--- src/logic/mems_scan_settings.svh ---
`ifndef MEMS_SCAN_SETTINGS_SVH
`define MEMS_SCAN_SETTINGS_SVH

// one dac channel per mirror electrode
`define MEMS_NUM_CH 4 // x+, x-, y+, y-

// words in flight per channel before the sequencer stalls
`define MEMS_CREDITS 2

// clk cycles per sclk half-period
`define MEMS_SPI_DIV 2

// spi word layout, sent msb first
`define MEMS_WORD_BITS 24
`define MEMS_ADDR_BITS 4 // channel address nibble
`define MEMS_DAC_BITS 16 // data field

// command nibble in bits 23:20
`define MEMS_CMD_WRITE 4'h3 // write and update one channel
`define MEMS_CMD_RESET 4'h7 // dac software reset
`define MEMS_CMD_VREF 4'h8 // reference setup

// data field values
`define MEMS_VREF_ON 16'h0001 // internal reference enabled
`define MEMS_FULL_SCALE 16'hffff
`define MEMS_MID_SCALE 16'h8000 // mirror rest position

// marker bits carried with each issued word
`define MEMS_MARK_LINE 0 // first sample of a line
`define MEMS_MARK_FRAME 1 // first sample of a sweep
`define MEMS_MARK_REV 2 // sweep runs bottom up

`endif
--- src/logic/mems_scan_pkg.sv ---
`include "mems_scan_settings.svh"

package mems_scan_pkg;

  // raw sample code for one dac channel
  typedef logic [`MEMS_DAC_BITS-1:0] dac_sample_t;

  // {cmd[23:20], addr[19:16], data[15:0]}
  typedef logic [`MEMS_WORD_BITS-1:0] dac_word_t;

  // 0..2 raster sizes, 3 parks the mirror
  typedef logic [1:0] scan_mode_t;

  // {reversed, frame start, line start}
  typedef logic [2:0] scan_mark_t;

  typedef logic [1:0] credit_t; // 0..MEMS_CREDITS

  typedef enum logic [1:0] {
    seq_idle,
    seq_dac_reset, // reset command to all channels
    seq_vref_setup, // reference command to all channels
    seq_scan
  } seq_state_t;

  typedef enum logic [1:0] {
    spi_idle,
    spi_shift, // sync_n low, 24 sclk periods
    spi_gap
  } spi_state_t;

endpackage

--- src/logic/mems_scan_top.sv ---
`include "mems_scan_settings.svh"

module mems_scan_top (
  input  logic                      clk,
  input  logic                      mems_soft_reset,
  input  mems_scan_pkg::scan_mode_t mode,
  input  logic                      pause,
  input  logic                      new_line_fifo_done,
  input  logic                      new_frame_fifo_done,
  output logic [`MEMS_NUM_CH-1:0]   dac_sclk,
  output logic [`MEMS_NUM_CH-1:0]   dac_sync_n,
  output logic [`MEMS_NUM_CH-1:0]   dac_din,
  output logic                      new_line,
  output logic                      new_frame,
  output logic                      reversed_frame
);

  logic                      issue; // one strobe for all channels
  logic                      credit_return;
  mems_scan_pkg::dac_word_t  issue_word [`MEMS_NUM_CH];
  mems_scan_pkg::scan_mark_t issue_mark;
  logic [`MEMS_NUM_CH-1:0]   word_done;

  scan_sequencer scan_sequencer_inst (
    .clk             (clk),
    .mems_soft_reset (mems_soft_reset),
    .mode            (mode),
    .pause           (pause),
    .credit_return   (credit_return),
    .issue           (issue),
    .issue_word      (issue_word),
    .issue_mark      (issue_mark)
  );

  // channels run in lockstep off the shared issue strobe
  for (genvar ch = 0; ch < `MEMS_NUM_CH; ch++) begin : g_writer
    dac_channel_writer dac_channel_writer_inst (
      .clk             (clk),
      .mems_soft_reset (mems_soft_reset),
      .issue           (issue),
      .issue_word      (issue_word[ch]), // address nibble already set per channel
      .dac_sclk        (dac_sclk[ch]),
      .dac_sync_n      (dac_sync_n[ch]),
      .dac_din         (dac_din[ch]),
      .word_done       (word_done[ch])
    );
  end

  scan_event_tracker scan_event_tracker_inst (
    .clk                 (clk),
    .mems_soft_reset     (mems_soft_reset),
    .issue               (issue),
    .issue_mark          (issue_mark),
    .word_done           (word_done),
    .new_line_fifo_done  (new_line_fifo_done),
    .new_frame_fifo_done (new_frame_fifo_done),
    .credit_return       (credit_return),
    .new_line            (new_line),
    .new_frame           (new_frame),
    .reversed_frame      (reversed_frame)
  );

endmodule

--- src/logic/scan_event_tracker.sv ---
`include "mems_scan_settings.svh"

module scan_event_tracker (
  input  logic                      clk,
  input  logic                      mems_soft_reset,
  input  logic                      issue,
  input  mems_scan_pkg::scan_mark_t issue_mark,
  input  logic [`MEMS_NUM_CH-1:0]   word_done,
  input  logic                      new_line_fifo_done,
  input  logic                      new_frame_fifo_done,
  output logic                      credit_return,
  output logic                      new_line,
  output logic                      new_frame,
  output logic                      reversed_frame
);

  localparam int DEPTH = `MEMS_CREDITS;
  localparam int PTR_W = (DEPTH > 1) ? $clog2(DEPTH) : 1;

  mems_scan_pkg::scan_mark_t mark_mem [DEPTH]; // markers in issue order
  mems_scan_pkg::scan_mark_t head;
  logic [PTR_W-1:0] wr_ptr_q;
  logic [PTR_W-1:0] rd_ptr_q;
  logic [PTR_W:0]   mark_cnt_q; // issued, not yet retired
  logic [PTR_W:0]   done_cnt_q [`MEMS_NUM_CH]; // finished on that channel, not retired
  logic             all_done;
  logic             blocked;
  logic             retire;

  always_comb begin
    all_done = 1'b1;
    for (int ch = 0; ch < `MEMS_NUM_CH; ch++) begin
      if (done_cnt_q[ch] == '0) all_done = 1'b0;
    end
  end

  assign head = mark_mem[rd_ptr_q];

  // a marked word waits until downstream has taken the previous event
  assign blocked = (head[`MEMS_MARK_LINE] && new_line) ||
                   (head[`MEMS_MARK_FRAME] && new_frame);
  assign retire  = (mark_cnt_q != '0) && all_done && !blocked;

  always_ff @(posedge clk) begin
    if (issue) mark_mem[wr_ptr_q] <= issue_mark;
  end

  always_ff @(posedge clk) begin
    if (mems_soft_reset) begin
      wr_ptr_q       <= '0;
      rd_ptr_q       <= '0;
      mark_cnt_q     <= '0;
      credit_return  <= 1'b0;
      new_line       <= 1'b0;
      new_frame      <= 1'b0;
      reversed_frame <= 1'b0;
      for (int ch = 0; ch < `MEMS_NUM_CH; ch++) begin
        done_cnt_q[ch] <= '0;
      end
    end else begin
      credit_return <= retire; // same edge as the flag rise
      if (issue) wr_ptr_q <= (wr_ptr_q == PTR_W'(DEPTH - 1)) ? '0 : wr_ptr_q + 1'b1;
      if (retire) rd_ptr_q <= (rd_ptr_q == PTR_W'(DEPTH - 1)) ? '0 : rd_ptr_q + 1'b1;
      case ({issue, retire})
        2'b10:   mark_cnt_q <= mark_cnt_q + 1'b1;
        2'b01:   mark_cnt_q <= mark_cnt_q - 1'b1;
        default: mark_cnt_q <= mark_cnt_q;
      endcase
      for (int ch = 0; ch < `MEMS_NUM_CH; ch++) begin
        case ({word_done[ch], retire})
          2'b10:   done_cnt_q[ch] <= done_cnt_q[ch] + 1'b1;
          2'b01:   done_cnt_q[ch] <= done_cnt_q[ch] - 1'b1;
          default: done_cnt_q[ch] <= done_cnt_q[ch];
        endcase
      end
      if (retire && head[`MEMS_MARK_LINE]) begin
        new_line <= 1'b1;
      end else if (new_line_fifo_done) begin
        new_line <= 1'b0;
      end
      if (retire && head[`MEMS_MARK_FRAME]) begin
        new_frame      <= 1'b1;
        reversed_frame <= head[`MEMS_MARK_REV]; // level holds for the whole sweep
      end else if (new_frame_fifo_done) begin
        new_frame <= 1'b0;
      end
    end
  end

  // a writer may only finish words the sequencer handed it
  for (genvar ch = 0; ch < `MEMS_NUM_CH; ch++) begin : g_done_chk
    a_done_outstanding : assert property (@(posedge clk) disable iff (mems_soft_reset)
      word_done[ch] |-> (done_cnt_q[ch] < mark_cnt_q));
  end

endmodule

--- src/logic/dac_channel_writer.sv ---
`include "mems_scan_settings.svh"

module dac_channel_writer (
  input  logic                     clk,
  input  logic                     mems_soft_reset,
  input  logic                     issue,
  input  mems_scan_pkg::dac_word_t issue_word,
  output logic                     dac_sclk,
  output logic                     dac_sync_n,
  output logic                     dac_din,
  output logic                     word_done
);

  localparam int DEPTH = `MEMS_CREDITS;
  localparam int PTR_W = (DEPTH > 1) ? $clog2(DEPTH) : 1;
  localparam int DIV_W = $clog2(`MEMS_SPI_DIV + 1);
  localparam int BIT_W = $clog2(`MEMS_WORD_BITS);
  localparam int MSB = `MEMS_WORD_BITS - 1;

  mems_scan_pkg::dac_word_t   fifo_mem [DEPTH];
  mems_scan_pkg::dac_word_t   shift_q; // word on the wire
  mems_scan_pkg::spi_state_t  state_q;
  logic [PTR_W-1:0] wr_ptr_q;
  logic [PTR_W-1:0] rd_ptr_q;
  logic [PTR_W:0]   count_q;
  logic [DIV_W-1:0] div_q; // position inside the sclk half-period
  logic [BIT_W-1:0] bit_q; // bits already sent
  logic             pop;
  logic             half_end;
  logic             last_bit;

  assign pop      = (state_q == mems_scan_pkg::spi_idle) && (count_q != '0);
  assign half_end = (div_q == DIV_W'(`MEMS_SPI_DIV - 1));
  assign last_bit = (bit_q == BIT_W'(MSB));

  always_ff @(posedge clk) begin
    if (issue) fifo_mem[wr_ptr_q] <= issue_word;
    if (pop) begin
      shift_q <= fifo_mem[rd_ptr_q];
    end else if ((state_q == mems_scan_pkg::spi_shift) && half_end && !dac_sclk) begin
      shift_q <= shift_q << 1; // next bit follows the rising edge
    end
  end

  always_ff @(posedge clk) begin
    if (mems_soft_reset) begin
      state_q    <= mems_scan_pkg::spi_idle;
      wr_ptr_q   <= '0;
      rd_ptr_q   <= '0;
      count_q    <= '0;
      div_q      <= '0;
      bit_q      <= '0;
      dac_sclk   <= 1'b1; // sclk idles high
      dac_sync_n <= 1'b1;
      dac_din    <= 1'b0;
      word_done  <= 1'b0;
    end else begin
      word_done <= 1'b0;
      if (issue) wr_ptr_q <= (wr_ptr_q == PTR_W'(DEPTH - 1)) ? '0 : wr_ptr_q + 1'b1;
      if (pop) rd_ptr_q <= (rd_ptr_q == PTR_W'(DEPTH - 1)) ? '0 : rd_ptr_q + 1'b1;
      case ({issue, pop})
        2'b10:   count_q <= count_q + 1'b1;
        2'b01:   count_q <= count_q - 1'b1;
        default: count_q <= count_q;
      endcase
      case (state_q)
        mems_scan_pkg::spi_idle: begin
          if (pop) begin // frame opens with the msb already on din
            dac_sync_n <= 1'b0;
            dac_din    <= fifo_mem[rd_ptr_q][MSB];
            div_q      <= '0;
            bit_q      <= '0;
            state_q    <= mems_scan_pkg::spi_shift;
          end
        end
        mems_scan_pkg::spi_shift: begin
          if (half_end) begin
            div_q <= '0;
            if (dac_sclk) begin
              dac_sclk  <= 1'b0; // dac samples here
              word_done <= last_bit;
            end else begin
              dac_sclk <= 1'b1;
              if (last_bit) begin
                dac_sync_n <= 1'b1;
                dac_din    <= 1'b0;
                state_q    <= mems_scan_pkg::spi_gap;
              end else begin
                dac_din <= shift_q[MSB-1];
                bit_q   <= bit_q + 1'b1;
              end
            end
          end else begin
            div_q <= div_q + 1'b1;
          end
        end
        // gap cycle plus the idle cycle give two cycles of sync high
        default: state_q <= mems_scan_pkg::spi_idle;
      endcase
    end
  end

  // holds as long as the sequencer respects its credits
  a_queue_no_overflow : assert property (@(posedge clk) disable iff (mems_soft_reset)
    issue |-> ((count_q != (PTR_W + 1)'(DEPTH)) || pop));

endmodule

--- src/logic/scan_sequencer.sv ---
`include "mems_scan_settings.svh"

module scan_sequencer (
  input  logic                      clk,
  input  logic                      mems_soft_reset,
  input  mems_scan_pkg::scan_mode_t mode,
  input  logic                      pause,
  input  logic                      credit_return,
  output logic                      issue,
  output mems_scan_pkg::dac_word_t  issue_word [`MEMS_NUM_CH],
  output mems_scan_pkg::scan_mark_t issue_mark
);

  mems_scan_pkg::seq_state_t  state_q;
  mems_scan_pkg::credit_t     credit_q; // free slots shared by all channels
  mems_scan_pkg::scan_mode_t  mode_q; // mode of the running sweep
  mems_scan_pkg::scan_mode_t  eff_mode;
  mems_scan_pkg::dac_sample_t x_code;
  mems_scan_pkg::dac_sample_t y_code;
  logic [5:0] samp_q; // up to 64 samples per line
  logic [5:0] samp_last;
  logic [4:0] line_q; // up to 32 lines
  logic [4:0] line_last;
  logic [4:0] line_ord; // line as seen by the mirror
  logic       dir_q; // 1 on the reversed sweep
  logic       sweep_start;
  logic       park;

  // mode only changes between sweeps
  always_comb begin
    sweep_start = (samp_q == '0) && (line_q == '0);
    eff_mode    = sweep_start ? mode : mode_q;
    park        = (eff_mode == 2'd3);
    case (eff_mode)
      2'd0: begin
        samp_last = 6'd15;
        line_last = 5'd7;
      end
      2'd1: begin
        samp_last = 6'd31;
        line_last = 5'd15;
      end
      2'd2: begin
        samp_last = 6'd63;
        line_last = 5'd31;
      end
      default: begin // counters stay at zero while parked
        samp_last = '0;
        line_last = '0;
      end
    endcase
    line_ord = dir_q ? (line_last - line_q) : line_q; // bottom up when reversed
    // index times 65536 / count is a plain shift
    case (eff_mode)
      2'd0: begin
        x_code = {samp_q[3:0], 12'd0};
        y_code = {line_ord[2:0], 13'd0};
      end
      2'd1: begin
        x_code = {samp_q[4:0], 11'd0};
        y_code = {line_ord[3:0], 12'd0};
      end
      2'd2: begin
        x_code = {samp_q, 10'd0};
        y_code = {line_ord, 11'd0};
      end
      default: begin
        x_code = `MEMS_MID_SCALE;
        y_code = `MEMS_MID_SCALE;
      end
    endcase
  end

  // startup commands ignore pause
  always_comb begin
    case (state_q)
      mems_scan_pkg::seq_dac_reset,
      mems_scan_pkg::seq_vref_setup: issue = (credit_q != '0);
      mems_scan_pkg::seq_scan:       issue = (credit_q != '0) && !pause;
      default:                       issue = 1'b0;
    endcase
  end

  always_comb begin
    mems_scan_pkg::dac_sample_t sample;
    issue_mark = '0;
    for (int ch = 0; ch < `MEMS_NUM_CH; ch++) begin
      sample = (ch < `MEMS_NUM_CH / 2) ? x_code : y_code; // lower half drives x
      if ((ch % 2 == 1) && !park) begin
        sample = `MEMS_FULL_SCALE - sample; // negative electrode mirrors positive
      end
      case (state_q)
        mems_scan_pkg::seq_dac_reset: begin
          issue_word[ch] = {`MEMS_CMD_RESET, `MEMS_ADDR_BITS'(ch), 16'h0000};
        end
        mems_scan_pkg::seq_vref_setup: begin
          issue_word[ch] = {`MEMS_CMD_VREF, `MEMS_ADDR_BITS'(ch), `MEMS_VREF_ON};
        end
        default: issue_word[ch] = {`MEMS_CMD_WRITE, `MEMS_ADDR_BITS'(ch), sample};
      endcase
    end
    if ((state_q == mems_scan_pkg::seq_scan) && !park) begin
      issue_mark[`MEMS_MARK_LINE]  = (samp_q == '0);
      issue_mark[`MEMS_MARK_FRAME] = sweep_start;
      issue_mark[`MEMS_MARK_REV]   = dir_q;
    end
  end

  always_ff @(posedge clk) begin
    if (mems_soft_reset) begin
      state_q  <= mems_scan_pkg::seq_idle;
      credit_q <= mems_scan_pkg::credit_t'(`MEMS_CREDITS);
      mode_q   <= '0;
      samp_q   <= '0;
      line_q   <= '0;
      dir_q    <= 1'b0;
    end else begin
      case ({issue, credit_return})
        2'b10:   credit_q <= credit_q - 2'd1;
        2'b01:   credit_q <= credit_q + 2'd1;
        default: credit_q <= credit_q; // both or neither
      endcase
      case (state_q)
        mems_scan_pkg::seq_idle: state_q <= mems_scan_pkg::seq_dac_reset;
        mems_scan_pkg::seq_dac_reset: begin
          if (issue) state_q <= mems_scan_pkg::seq_vref_setup;
        end
        mems_scan_pkg::seq_vref_setup: begin
          if (issue) state_q <= mems_scan_pkg::seq_scan;
        end
        default: begin
          if (issue) begin
            mode_q <= eff_mode;
            if (samp_q == samp_last) begin
              samp_q <= '0;
              if (line_q == line_last) begin // turn around at the end of a sweep
                line_q <= '0;
                dir_q  <= ~dir_q;
              end else begin
                line_q <= line_q + 5'd1;
              end
            end else begin
              samp_q <= samp_q + 6'd1;
            end
          end
        end
      endcase
    end
  end

  a_issue_needs_credit : assert property (@(posedge clk) disable iff (mems_soft_reset)
    issue |-> (credit_q != '0));

  // the tracker hands back only what was taken
  a_credit_no_excess : assert property (@(posedge clk) disable iff (mems_soft_reset)
    credit_return |-> (credit_q != mems_scan_pkg::credit_t'(`MEMS_CREDITS)));

endmodule

--- config.mk ---
export PLATFORM = sky130hd
export DESIGN_NAME = mems_scan_top
export DESIGN_NICKNAME = d
export VERILOG_FILES = /design/src/logic/mems_scan_pkg.sv /design/src/logic/mems_scan_top.sv /design/src/logic/scan_event_tracker.sv /design/src/logic/dac_channel_writer.sv /design/src/logic/scan_sequencer.sv
export VERILOG_INCLUDE_DIRS = /design/src /design/src/logic
export SDC_FILE = /design/constraint.sdc
export NUM_CORES = 1
export LEC_CHECK = 0
export ABC_AREA = 1
export BUFFER_PORTS_ARGS = -buffer_cell sky130_fd_sc_hd__buf_4
export CAP_MARGIN = 15
export CORE_MARGIN = 2
export CORE_UTILIZATION = 55
export CTS_CLUSTER_SIZE = 14
export DETAILED_ROUTE_END_ITERATION = 10
export PLACE_DENSITY = 0.85
export SETUP_SLACK_MARGIN = 0.02
export SLEW_MARGIN = 15
export SYNTH_ARGS = -nofsm -noshare
export SYNTH_HDL_FRONTEND = slang
export SYNTH_SLANG_ARGS = --single-unit
--- constraint.sdc ---
create_clock -name clk -period 2.7 [get_ports clk]
set_clock_uncertainty 0.05 [all_clocks]
set_input_delay 0.135 -clock clk [delete_from_list [all_inputs] [get_ports clk]]
set_output_delay 0.135 -clock clk [all_outputs]
set_load 0.1 [all_outputs]
# [After elaboration in Yosys (flattened, before gate mapping)]
# Memories as Yosys holds them, arrays and structs flattened. A register that Yosys moved wholly into a read port is not among the register bits.
# Cells that the tools add are included.
# Widths: inputs -> output; s select.
[classes] add_sub_neg=43 eq_ne=62 muxes=209 n_bitwise=26 reduce_logical=102
[ops] operator="$pmux 24 s2" n=4
[ops] operator="$mux 23" n=8
[ops] operator="$mux 1" n=104
[ops] operator="$pmux 16 s3" n=2
[ops] operator="$mux 5" n=18
[ops] operator="$mux 2" n=39
[ops] operator="$pmux 2 s2" n=14
[ops] operator="$reduce_bool 2->1" n=22
[ops] operator="$eq 2x1->1 const B" n=20
[ops] operator="$pmux 5 s2" n=4
[ops] operator="$reduce_and 5->1" n=8
[ops] operator="$reduce_and 4->1" n=9
[ops] operator="$mux 16" n=2
[ops] operator="$sub 16x16->16 const A" n=2
[ops] operator="$add 2x1->2 const B" n=14
[ops] operator="$eq 2x2->1 const B" n=14
[ops] operator="$ne 2x1->1 const B" n=14
[ops] operator="$add 5x1->5 const B" n=5
[ops] operator="$logic_and 1x1->1" n=21
[ops] operator="$eq 5x5->1 const B" n=4
[ops] operator="$logic_not 2->1" n=10
[ops] operator="$sub 2x1->2 const B" n=10
[ops] operator="$pmux 1 s2" n=9
[ops] operator="$pmux 6 s3" n=1
[ops] operator="other kinds (22)" n=84
[totals] ff_bits=186 ram_bits=206 inputBits=7 output_inout_bits=15 word_cells=505 n_memories=6
[mem_list] memory="g_writer[0].dac_channel_writer_inst.fifo_mem" depth=2 word_bits=24 rd=1 rd_ports_with_merged_regs=1 wr=1 line="dac_channel_writer.sv:20" source="mems_scan_pkg::dac_word_t fifo_mem [DEPTH];"
[mem_list] memory="g_writer[1].dac_channel_writer_inst.fifo_mem" depth=2 word_bits=24 rd=1 rd_ports_with_merged_regs=1 wr=1 line="dac_channel_writer.sv:20"
[mem_list] memory="g_writer[2].dac_channel_writer_inst.fifo_mem" depth=2 word_bits=24 rd=1 rd_ports_with_merged_regs=1 wr=1 line="dac_channel_writer.sv:20"
[mem_list] memory="g_writer[3].dac_channel_writer_inst.fifo_mem" depth=2 word_bits=24 rd=1 rd_ports_with_merged_regs=1 wr=1 line="dac_channel_writer.sv:20"
[mem_list] memory="scan_event_tracker_inst.done_cnt_q" depth=4 word_bits=2 rd=4 rd_ports_with_merged_regs=0 wr=4 line="scan_event_tracker.sv:25" source="logic [PTR_W:0] done_cnt_q [`MEMS_NUM_CH];"
[mem_list] memory="scan_event_tracker_inst.mark_mem" depth=2 word_bits=3 rd=1 rd_ports_with_merged_regs=1 wr=1 line="scan_event_tracker.sv:20" source="mems_scan_pkg::scan_mark_t mark_mem [DEPTH];"

# [Logic depth before layout (Yosys ltp)]
# An unclocked memory read counts as a cell.
[depth] depth_word=15 depth_mapped=19

# [Cells and area by module]
# From an unflattened synthesis, not the netlist that was laid out.
[unflattened] hier_cells=1690 hier_area_um2=17504.3
[by_module_without_submodules] module="dac_channel_writer" n_inst=4 cells_per_inst=300 area_per_inst_um2=3478.3 seq_area_each_um2=2492.4
[by_module_without_submodules] module="scan_sequencer" n_inst=1 cells_per_inst=346 area_per_inst_um2=2327.2 seq_area_each_um2=360.3
[by_module_without_submodules] module="scan_event_tracker" n_inst=1 cells_per_inst=144 area_per_inst_um2=1263.7 seq_area_each_um2=600.6

# [Worst setup path before layout]
# OpenSTA, ideal clock, no wires.
[synth_timing] kind="register to register" startpoint="register scan_sequencer_inst.samp_q[0]" endpoint="memory g_writer[3].dac_channel_writer_inst.fifo_mem[0][14] in the netlist's numbering, data pin" setup_ns=0.270 arrival_ns=2.647 t_required_ns=2.380 slack_ns=-0.267 stages_incl_launch_ff=17 synth_period_minus_slack_ns=2.967 path_cell_list="dfxtp_1 inv_1 ha_1 nand2_1 nor3_1 nand2_1 o21a_1 inv_1 ha_1 ha_1 inv_1 fa_1 xnor2_1 a21boi_0 nand2_1 nand3_1 nor2_1"
[synth_between] elab_chain_len=11 word_cells_on_any_way=14
[synth_lines] element="start: declaration" line="scan_sequencer.sv:20" source="logic [5:0] samp_q;"
[synth_lines] element="start signal: assignment" line="scan_sequencer.sv:143" source="samp_q <= samp_q + 6'd1;"
[synth_lines] element="$logic_not 6->1 (*)" line="scan_sequencer.sv:31" source="sweep_start = (samp_q == '0) && (line_q == '0);"
[synth_lines] element="$logic_and 1x1->1 (*)" line="scan_sequencer.sv:31"
[synth_lines] element="$mux 2 (*)" line="scan_sequencer.sv:32" source="eff_mode = sweep_start ? mode : mode_q;"
[synth_lines] element="via scan_sequencer_inst.eff_mode[1]" line="scan_sequencer.sv:17" source="mems_scan_pkg::scan_mode_t eff_mode;"
[synth_lines] element="$eq 2x2->1, or another cell as far along" line="scan_sequencer.sv:34, scan_sequencer.sv:54"
[synth_lines] element="$pmux 5 s3" line="scan_sequencer.sv:34" source="case (eff_mode)"
[synth_lines] element="$sub 5x5->5" line="scan_sequencer.sv:52" source="line_ord = dir_q ? (line_last - line_q) : line_q;"
[synth_lines] element="$mux 5" line="scan_sequencer.sv:52"
[synth_lines] element="$pmux 16 s3" line="scan_sequencer.sv:54" source="case (eff_mode)"
[synth_lines] element="$sub 16x16->16 (no line)"
[synth_lines] element="$mux 16 (*)" line="scan_sequencer.sv:89" source="if ((ch % 2 == 1) && !park) begin"
[synth_lines] element="$pmux 24 s2 (*)" line="scan_sequencer.sv:92" source="case (state_q)"
[synth_lines] element="via g_writer[3].dac_channel_writer_inst.issue_word[14]" line="dac_channel_writer.sv:7" source="input mems_scan_pkg::dac_word_t issue_word,"
[synth_lines] element="end: declaration" line="dac_channel_writer.sv:20"
# Mark *: on every way through the listed nets, which the timed path passes. The rest lies on a longest branch.

# [Final worst setup path]
[layout_timing] startpoint="register scan_sequencer_inst.line_q[0]" endpoint="memory g_writer[3].dac_channel_writer_inst.fifo_mem[1][15] in the netlist's numbering, data pin"
[layout_between] elab_chain_len=11 word_cells_on_any_way=14
[layout_lines] element="start: declaration" line="scan_sequencer.sv:22" source="logic [4:0] line_q;"
[layout_lines] element="start signal: assignment" line="scan_sequencer.sv:140" source="line_q <= line_q + 5'd1;"
[layout_lines] element="$logic_not 5->1 (*)" line="scan_sequencer.sv:31"
[layout_lines] element="$logic_and 1x1->1 (*)" line="scan_sequencer.sv:31"
[layout_lines] element="$mux 2 (*)" line="scan_sequencer.sv:32"
[layout_lines] element="via scan_sequencer_inst.eff_mode[1]" line="scan_sequencer.sv:17"
[layout_lines] element="$eq 2x2->1, or another cell as far along" line="scan_sequencer.sv:34, scan_sequencer.sv:54"
[layout_lines] element="$pmux 5 s3" line="scan_sequencer.sv:34"
[layout_lines] element="$sub 5x5->5" line="scan_sequencer.sv:52"
[layout_lines] element="$mux 5" line="scan_sequencer.sv:52"
[layout_lines] element="$pmux 16 s3" line="scan_sequencer.sv:54"
[layout_lines] element="$sub 16x16->16 (no line)"
[layout_lines] element="$mux 16 (*)" line="scan_sequencer.sv:89"
[layout_lines] element="$pmux 24 s2 (*)" line="scan_sequencer.sv:92"
[layout_lines] element="via g_writer[3].dac_channel_writer_inst.issue_word[15]" line="dac_channel_writer.sv:7"
# Marked as above.

==> results.sh <==
export IMPL_worstSetupStartpointType="flop"
export IMPL_final_cell_mix="nand2_1, edfxtp_1, nor2_1"
export IMPL_n_antenna_cell=0
export IMPL_yosys_register_bits=281
export IMPL_crit_path_top_delay_cell="fa_2"
export IMPL_synth_warnings=0
export IMPL_status="finished, violations left"
export IMPL_multiInputGateArea_um2=4400
export IMPL_max_slew_margin_rel_pct=61.4
export IMPL_post_dp_hpwl_mm=16.1
export IMPL_hold_class="in2reg"
export IMPL_synth_top_area_share_pct=44.3
export IMPL_clock_latency_ns=0.54
export IMPL_crit_path_end_kind="flop"
export IMPL_crit_arrival_ns=3.44
export IMPL_die_x_um=154
export IMPL_grt_max_degree=53
export IMPL_hold_ws_ns=0.0283
export IMPL_path_clk_slew_ns=0.07
export IMPL_root_buffer="clkbuf_16"
export IMPL_dr_pass1_iters=5
export IMPL_min_period_over_period_pct=115
export IMPL_ys_seq_area_share_pct=60.4
export IMPL_min_to="g_writer[0].dac_channel_writer_inst.state_q[1]"
export IMPL_timing_final_ws_setup_ns=-0.410
export IMPL_die_area_um2=23600
export IMPL_report_final_slew_viol_count=0
export IMPL_r2r_start="scan_sequencer_inst.line_q[0]"
export IMPL_rsz0062_at_grt="true"
export IMPL_period_minus_slack_ns=3.11
export IMPL_max_clock_freq_ghz=0.322
export IMPL_ioPinCount=22
export IMPL_irDropWorstVdd_mv=0.559
export IMPL_vias=9257
export IMPL_cts_made_buffers=28
export IMPL_cap_viol_max_count=0
export IMPL_gp_congestion=0.912
export IMPL_grt_antenna_before_repair=0
export IMPL_postRouteAntennaNets=0
export IMPL_r2r_slack_ns=-0.41
export IMPL_grt_pass1_vias=8918
export IMPL_syn_nets=1317
export IMPL_cts_htree_levels=1
export IMPL_reg2reg_depth=18
export IMPL_worst_pin_slew_ns=0.580
export IMPL_cts_tree="built"
export IMPL_p_leak_nw=5.79
export IMPL_power_density_nw_per_um2=1160
export IMPL_cp_max_fo=4
export IMPL_grt_overflow_total=0
export IMPL_routedWlPerCell_um=17.5
export IMPL_path_cells="inv_2, ha_4, nand3_4, nor2_4, nand2_2, o21a_1, inv_2, ha_4, ha_4, inv_4, fa_2, xnor2_2, nand2_1, nand3_1, nand2_1, inv_2, nand3_2, a21oi_2"
export IMPL_rows=54
export IMPL_area_growth_pct=16.4
export IMPL_portBuffers=21
export IMPL_syn_inst=1270
export IMPL_synth_avg_cell_area_um2=9.71
export IMPL_start_util_pct=56.4
export IMPL_ff_latch_area_um2=7450
export IMPL_whs_path_depth=2
export IMPL_path_class="reg2reg"
export IMPL_synth_top_cells_by_area="edfxtp_1, dfxtp_1, nand2_1"
export IMPL_clock_sinks=281
export IMPL_viasPerCell=5.64
export IMPL_required_ns=3.03
export IMPL_synth_cell_type_count=55
export IMPL_final_area_um2=14400
export IMPL_nNetsFinal=1385
export IMPL_drtIter0Drc=1052
export IMPL_setup_viol=30
export IMPL_placed_cell_area_um2=13000
export IMPL_die_h_um=154
export IMPL_grtUsageTotal_pct=21.9
export IMPL_layout_drive_gt1_share_pct=16.9
export IMPL_grt_pass1_wl_mm=42.2
export IMPL_violations="setup timing"
export IMPL_final_common_cell="nand2_1"
export IMPL_finalHoldViolCount=0
export IMPL_core_um2=21900
export IMPL_drc_errors=0
export IMPL_critPathMaxStageDelay_ns=0.39
export IMPL_cts_buffer_depth=3
export IMPL_yosys_area_top_type="edfxtp_1"
export IMPL_wl_mm=28.7
export IMPL_synth_area_um2=12300
export IMPL_hp_start="mems_soft_reset"
export IMPL_fill_cells=1498
worst max-delay path, delay by kind of cell (launching register included):
kind / cells / cell delay, ns
adder cells (fa/ha/maj): 4 / 0.93
AND/OR/NAND/NOR: 7 / 0.66
AO/OA/AOI/OAI: 2 / 0.41
flip-flops: 1 / 0.33
buffers and inverters: 4 / 0.29
XOR/XNOR: 1 / 0.26
flip-flops by register name (all words and copies together), names as in the netlist, 2 cells and up, named ones only:
register	flops
g_writer.dac_channel_writer_inst.shift_q	92
g_writer.dac_channel_writer_inst.fifo_mem	76
g_writer.dac_channel_writer_inst.bit_q	20
g_writer.dac_channel_writer_inst.count_q	8
g_writer.dac_channel_writer_inst.div_q	8
g_writer.dac_channel_writer_inst.state_q	8
scan_event_tracker_inst.done_cnt_q	8
scan_event_tracker_inst.mark_mem	6
scan_sequencer_inst.samp_q	6
scan_sequencer_inst.line_q	5
g_writer.dac_channel_writer_inst.dac_din	4
g_writer.dac_channel_writer_inst.dac_sclk	4
g_writer.dac_channel_writer_inst.dac_sync_n	4
g_writer.dac_channel_writer_inst.rd_ptr_q	4
g_writer.dac_channel_writer_inst.word_done	4
g_writer.dac_channel_writer_inst.wr_ptr_q	4
scan_event_tracker_inst.mark_cnt_q	2
scan_sequencer_inst.credit_q	2
scan_sequencer_inst.mode_q	2
scan_sequencer_inst.state_q	2
area by class of cell:
class | instances | area share (%)
inverter | 167 | 4.50
clock inverter | 6 | 0.392
sequential | 281 | 51.9
tap | 280 | 2.44
multi-input combinational | 778 | 30.6
timing repair buffer | 82 | 4.51
clock buffer | 46 | 5.64
power breakdown:
part | switching (mW) | total, mW | internal, mW
combinational | 3.96 | 5.64 | 1.68
clock | 1.58 | 3.72 | 2.14
sequential | 0.615 | 7.26 | 6.64
total | 6.16 | 16.6 | 10.5
how the worst max path moves through the flow:
| stage | from | end | slack [ns] | cells past startpoint |
|---|---|---|---|---|
| after floorplan | scan_sequencer_inst.line_q[1] | flop | 0.01 | 16 |
| after global placement | scan_sequencer_inst.line_q[0] | flop | -0.04 | 18 |
| after detailed placement | scan_sequencer_inst.samp_q[0] | flop | -0.27 | 17 |
| after CTS | scan_sequencer_inst.samp_q[1] | flop | -0.12 | 16 |
| after global routing | scan_sequencer_inst.line_q[0] | flop | -0.44 | 18 |
| final | scan_sequencer_inst.line_q[0] | flop | -0.41 | 18 |
what timing repair did:
| item | in CTS | in global routing |
|---|---|---|
| endpoints found under the setup margin | 18 | 47 |
| pin swaps | 15 | 28 |
| resized for setup | 33 | 52 |
| endpoints found under the hold margin | 2 | 0 |
| gates cloned | 0 | 0 |
| buffers inserted | 4 | 11 |
| hold buffers | 2 | 0 |
metal layers:
layer,global-route usage [%],vias up,part of all wire (%)
met5,0,-,0
met4,12.8,0,5.6
met3,4.03,135,7.0
met2,36.9,439,50
met1,26.3,4340,37
li1,-,4343,-
Yosys cell counts, drive strengths merged:
library cell  count
dfxtp            99
nand4             6
buf              26
nor3             16
fa                1
o221ai            3
xnor2             4
o21ai            91
mux2i             2
o22ai             3
a211o             1
mux2              3
o22a              1
o211a             1
nor2            167
o31ai             3
nor3b             3
a21oi            71
and3              1
and2              1
inv             164
nand3            50
clkbuf           18
o21bai            1
nand2           264
a21boi            1
a32oi             1
edfxtp          182
nand3b            1
ha               39
or2               7
clkinv            3
a211oi            4
nor4              1
a31oi            19
o21a              3
xor2              9
kinds of logic after synthesis:
family | Yosys count | synth area share [%]
XOR/XNOR | 13 | 0.923
adder cells (fa/ha/maj) | 40 | 4.12
buffers and inverters | 211 | 6.96
AO/OA/AOI/OAI | 203 | 9.08
flip-flops | 281 | 60.4
AND/OR/NAND/NOR | 517 | 18.1
multiplexers | 5 | 0.436
per-stage QoR:
step / setup slack [ns] / cells / total power, mW / setup TNS, ns / utilization (%)
3_3_place_gp: -0.0409 / 1571 / 12.0 / -0.232 / 59.4
4_1_cts: -0.118 / 1629 / 16.2 / -1.11 / 64.3
2_1_floorplan: 0.0116 / 1270 / 11.0 / 0 / -
5_1_grt: -0.439 / 1640 / 17.5 / -8.10 / 65.6
6_report: -0.410 / 1640 / 16.6 / -6.21 / 65.6
3_5_place_dp: -0.269 / 1571 / 12.4 / -2.94 / 59.4
Power figures use the tool's default switching activity.
